**config.mk**
```make
export PLATFORM = sky130hd
export DESIGN_NAME = icache_refill
export DESIGN_NICKNAME = d
export VERILOG_FILES = /design/src/icache_pkg.sv /design/src/icache_refill.sv
export SDC_FILE = /design/constraint.sdc
export NUM_CORES = 1
export LEC_CHECK = 0
export BUFFER_PORTS_ARGS = -buffer_cell sky130_fd_sc_hd__buf_2
export CAP_MARGIN = 20
export CORE_ASPECT_RATIO = 1.1
export CORE_MARGIN = 3
export CORE_UTILIZATION = 30
export DETAILED_ROUTE_END_ITERATION = 8
export GPL_TIMING_DRIVEN = 0
export PLACE_DENSITY_LB_ADDON = 0.3
export SKIP_LAST_GASP = 1
export SLEW_MARGIN = 20
export SYNTH_ARGS = -nofsm -noshare
export SYNTH_HDL_FRONTEND = slang
export SYNTH_SLANG_ARGS = --single-unit
```
**constraint.sdc**
```tcl
create_clock -name clk -period 8.6 [get_ports clk]
set_input_delay 2.15 -clock clk [delete_from_list [all_inputs] [get_ports clk]]
set_output_delay 2.15 -clock clk [all_outputs]
set_load 0.01 [all_outputs]
```
**src/icache_pkg.sv**
```systemverilog
`default_nettype none

package icache_pkg;

    ////////////////////////////////////////
    // Geometry
    ////////////////////////////////////////

    localparam int NSET   = 256;
    localparam int NWAY   = 2;
    localparam int LINE_W = 128;
    localparam int WORD_W = 32;
    localparam int BEATS  = LINE_W / WORD_W;

    // Address split
    localparam int TAG_W = 20;
    localparam int IDX_W = 8;
    localparam int OFS_W = 4;

    ////////////////////////////////////////
    // Shared structs
    ////////////////////////////////////////

    typedef struct packed {
        logic [TAG_W-1:0] tag;
        logic [IDX_W-1:0] index;
        logic [OFS_W-1:0] offset;
    } icache_addr_t;

    typedef struct packed {
        logic         req;
        icache_addr_t addr;
    } fetch_req_t;

    typedef struct packed {
        logic              valid;
        logic [LINE_W-1:0] data;
    } fetch_rsp_t;

    // Offset of line_addr is always zero
    typedef struct packed {
        logic         valid;
        icache_addr_t line_addr;
    } refill_req_t;

    typedef struct packed {
        logic              done;
        logic [LINE_W-1:0] line;
    } refill_rsp_t;

    // Wishbone classic master side
    typedef struct packed {
        logic                           cyc;
        logic                           stb;
        logic                           we;
        logic [WORD_W/8-1:0]            sel;
        logic [TAG_W+IDX_W+OFS_W-1:0]   adr;
    } wb_req_t;

    typedef struct packed {
        logic              ack;
        logic [WORD_W-1:0] dat;
    } wb_rsp_t;

endpackage

`default_nettype wire

```
**src/icache_refill.sv**
```systemverilog
`default_nettype none

module icache_refill (
    input  wire logic                    clk,
    input  wire logic                    rst_n,

    input  wire icache_pkg::refill_req_t refill_req_i,
    output icache_pkg::refill_rsp_t      refill_rsp_o,

    output icache_pkg::wb_req_t          wb_o,
    input  wire icache_pkg::wb_rsp_t     wb_i
);

    import icache_pkg::*;

    typedef enum logic [1:0] {
        ST_IDLE,
        ST_STROBE,
        ST_GAP,
        ST_DONE
    } state_t;

    state_t                     state_q;
    logic [$clog2(BEATS)-1:0]   beat_q;
    logic [LINE_W-1:0]          line_q;
    logic                       beat_ack;

    assign beat_ack = (state_q == ST_STROBE) && wb_i.ack;

    ////////////////////////////////////////
    // Beat sequencing
    ////////////////////////////////////////

    always_ff @(posedge clk or negedge rst_n) begin
        if (!rst_n) begin
            state_q <= ST_IDLE;
            beat_q  <= '0;
        end else begin
            case (state_q)
                ST_IDLE: begin
                    if (refill_req_i.valid) begin
                        state_q <= ST_STROBE;
                        beat_q  <= '0;
                    end
                end
                ST_STROBE: begin
                    if (wb_i.ack) begin
                        beat_q <= beat_q + 1'b1;
                        // All ones marks the last beat
                        state_q <= (&beat_q) ? ST_DONE : ST_GAP;
                    end
                end
                ST_GAP: begin
                    state_q <= ST_STROBE;
                end
                default: begin
                    state_q <= ST_IDLE;
                end
            endcase
        end
    end

    // Words enter at the top, so beat 0 ends up in the low slot
    always_ff @(posedge clk) begin
        if (beat_ack) begin
            line_q <= {wb_i.dat, line_q[LINE_W-1:WORD_W]};
        end
    end

    always_comb begin
        wb_o           = '0;
        wb_o.cyc       = (state_q == ST_STROBE) || (state_q == ST_GAP);
        wb_o.stb       = (state_q == ST_STROBE);
        wb_o.we        = 1'b0;
        wb_o.sel       = '1;
        wb_o.adr       = {refill_req_i.line_addr.tag, refill_req_i.line_addr.index,
                          beat_q, 2'b00};
    end

    assign refill_rsp_o.done = (state_q == ST_DONE);
    assign refill_rsp_o.line = line_q;

    ////////////////////////////////////////
    // Protocol checks
    ////////////////////////////////////////

    // Cyc holds from the first strobe until the last ack of the line
    a_cyc_hold: assert property (@(posedge clk) disable iff (!rst_n)
        wb_o.cyc && !(beat_ack && (&beat_q)) |=> wb_o.cyc);

    // Request address must not move under a pending strobe
    a_adr_hold: assert property (@(posedge clk) disable iff (!rst_n)
        wb_o.stb && !wb_i.ack |=> wb_o.stb && $stable(wb_o.adr));

    a_done_pulse: assert property (@(posedge clk) disable iff (!rst_n)
        refill_rsp_o.done |=> !refill_rsp_o.done);

endmodule

`default_nettype wire

```
==> reports/metrics.yaml <==
timing:
  min_period_ns: 4.54
  post-route-period-util_pct: 52.8
  fmax_mhz: 220
  rsz0062_at_grt: "no"
  setup_viol: 0
  skew_ns: 0.00585
  maxSlewViolCount: 0
  setup_tns_ns: 0
  hold_violations: 0
die:
  fp.coreArea_um2: 14500
  top_level_ports: 236
  die-area_um2: 16400
  rows: 46
  initial_core_util_pct: 30.8
  die_x_um: 122
  die_h_um: 134
worst_setup_path:
  cp_slowest_stage_delay_ns: 0.13
  worstSetupEndpointType: "output port"
  start_kind: "input pin"
  rr_startpoint: "state_q[1]"
  critical_path_class: "in2out"
  worstPathRequired_ns: 6.45
  path_cells: "buf_4 > buf_2"
  critical_path_arrival_ns: 2.39
  r2r_end: "line_q[4]"
  rr_worst_depth: 4
  critical_path_buf_inv_count: 2
  r2r_slack_ns: 6.86
  cp_max_fo: 1
  cp_top_family: "buffers and inverters"
  slowest_stage: "buf_2"
min_path:
  hold_depth: 0
  hp-class: "reg2reg"
  hold_end: "line_q[74]"
  hp-start: "line_q[106]"
synth:
  yosysTopAreaCell: "edfxtp_1"
  netlist.area_leader.share_pct: 86.0
  syn-cell-area_um2: 4470
  ys_seq_area_share_pct: 88.2
  synth.area.top_cells: "edfxtp_1, buf_4, dfrtp_1"
  synth-seq-cells: 132
  synth_cell_types: 25
  netlist_instances: 199
  avgSynthCellArea_um2: 22.5
  yosysWarnings: 0
clock_tree:
  cts.sinks: 132
  cts_root_buffer: "clkbuf_16"
  path_clk_slew_ns: 0.05
  cts_resized: 0
  cts_tree: "done"
  clkLatencyLatePin_ns: 0.40
  cts_buffers: 17
  htreeDepth: 4
  post-cts-setup-buffer-count: 0
  clock_path_buffers: 2
  cts_hold_buf: 0
placement:
  portBuffers: 196
  place.gp.congestion: 0.741
  dpl_cell_area_um2: 5770
  dp_hpwl_um: 6790
routing:
  ant_nets: 0
  vias_per_cell: 3.97
  drt_iter0_drc: 118
  wl_per_cell_um: 14.5
  drc: 0
  wl_um: 9100
  dr.pass1.iters: 4
  vias: 2488
power_and_ir_drop:
  vdd_ir_drop_max_mv: 0.171
  p_clk_share_pct: 31.3
  total_power_mw: 1.89
  p_int_mw: 1.39
  leakagePower_nw: 2.59
  seqPwrFrac_pct: 49.3
  power_density_nw_per_um2: 302
  switching_power_mw: 0.500
  switching_share_pct: 26.5
  p_comb_share_pct: 19.3
finish:
  fin_util_pct: 43.2
  nFillCells: 1370
  drive_above_1_share_pct: 60.4
  nets: 496
  regArea_um2: 3940
  final_cell_area_um2: 6260
  multiInputGateArea_um2: 264
  area_delta_synth_final_pct: 40.0
flow_run:
  maxCapViolCount: 0
global_route:
  antenna_found_initial: 1
  grt_pass1_vias: 2549
  grt_pass1_wl_um: 13700
  grt.total_usage_pct: 11.2
  gr-total-overflow: 0
  grt_max_degree: 60
status:
  status: "complete, no violations"
[cells by family after synthesis]
family | count (synthesis) | synth area share [%]
other | 2 | 0.168
AO/OA/AOI/OAI | 7 | 1.09
buffers and inverters | 39 | 6.38
multiplexers | 2 | 0.672
adder cells (fa/ha/maj) | 7 | 1.96
flip-flops | 132 | 88.2
AND/OR/NAND/NOR | 10 | 1.54
[cell type report]
cell class              count  share of cell area [%]
clock buffers              23                    7.16
inverters                   3                   0.180
flip-flops and latches    132                    63.0
well taps                 192                    3.84
plain buffers              36                    4.38
repair buffers            198                    16.6
clock inverters             9                   0.620
multi-input cells          33                    4.22
diodes                      1                  0.0400
[power by group through the flow]
stage | combinational, mW | sequential, mW | clock [mW]
finish | 0.365 | 0.933 | 0.592
global route | 0.401 | 0.949 | 0.644
CTS | 0.374 | 0.935 | 0.617
detailed placement | 0.374 | 0.947 | 0
global placement | 0.348 | 0.968 | 0
floorplan | 0.136 | 1.01 | 0
[registers in the layout, indices dropped and copies added, names as in the netlist]
register / cells
line_q: 128
beat_q: 2
state_q: 2
[cell usage in the layout, fill, tap and decap left out, types with 4 or more instances in the layout]
master,netlist,layout
buf_2,0,196
edfxtp_1,128,128
buf_4,35,35
clkbuf_16,0,17
ha_1,7,7
conb_1,2,7
clkbuf_1,0,6
clkinv_1,0,5
dfrtp_1,4,4
clkinv_2,0,4
[metrics by stage]
stage          std cells  hold WS (ns)  setup slack, ns
2_1_floorplan        204         0.499             3.03
3_3_place_gp         592         0.427             1.69
3_5_place_dp         594         0.429             4.06
4_1_cts              626         0.442             4.06
5_1_grt              627         0.445             4.05
6_report             627         0.441             4.06
[cells in the mapped netlist]
library cell and number:
buf_4 35, inv_2 1, and2_1 1, nand4_1 1
a21oi_1 1, nand3b_1 1, conb_1 2, inv_1 2
mux2_4 2, a211oi_1 1, nor2b_2 1, a31oi_1 1
edfxtp_1 128, a21oi_2 1, or3b_1 1, o211ai_1 1
buf_6 1, nor2b_4 1, o311ai_1 1, nand2_1 1
nor2b_1 1, ha_1 7, nor2_1 2, dfrtp_1 4
o21ai_1 1
[worst max path at each step]
stage | cells after the start | from | slack (ns) | to
floorplan | 1 | wb_i[32] | 3.03 | line_q[0]
global placement | 2 | wb_i[32] | 1.69 | line_q[11]
detailed placement | 2 | refill_req_i[14] | 4.06 | wb_o[14]
CTS | 2 | refill_req_i[14] | 4.06 | wb_o[14]
global route | 2 | refill_req_i[15] | 4.05 | wb_o[15]
finish | 2 | refill_req_i[14] | 4.06 | wb_o[14]
[routing by layer]
metal / global-route usage (%) / routed length [um] / vias up
met4: 6.78 / 294 / 0
met1: 12.3 / 3380 / 1197
met5: 0 / 0 / -
met3: 4.18 / 549 / 20
met2: 18.2 / 4880 / 110
li1: - / - / 1161
Power figures use the tool's default switching activity.
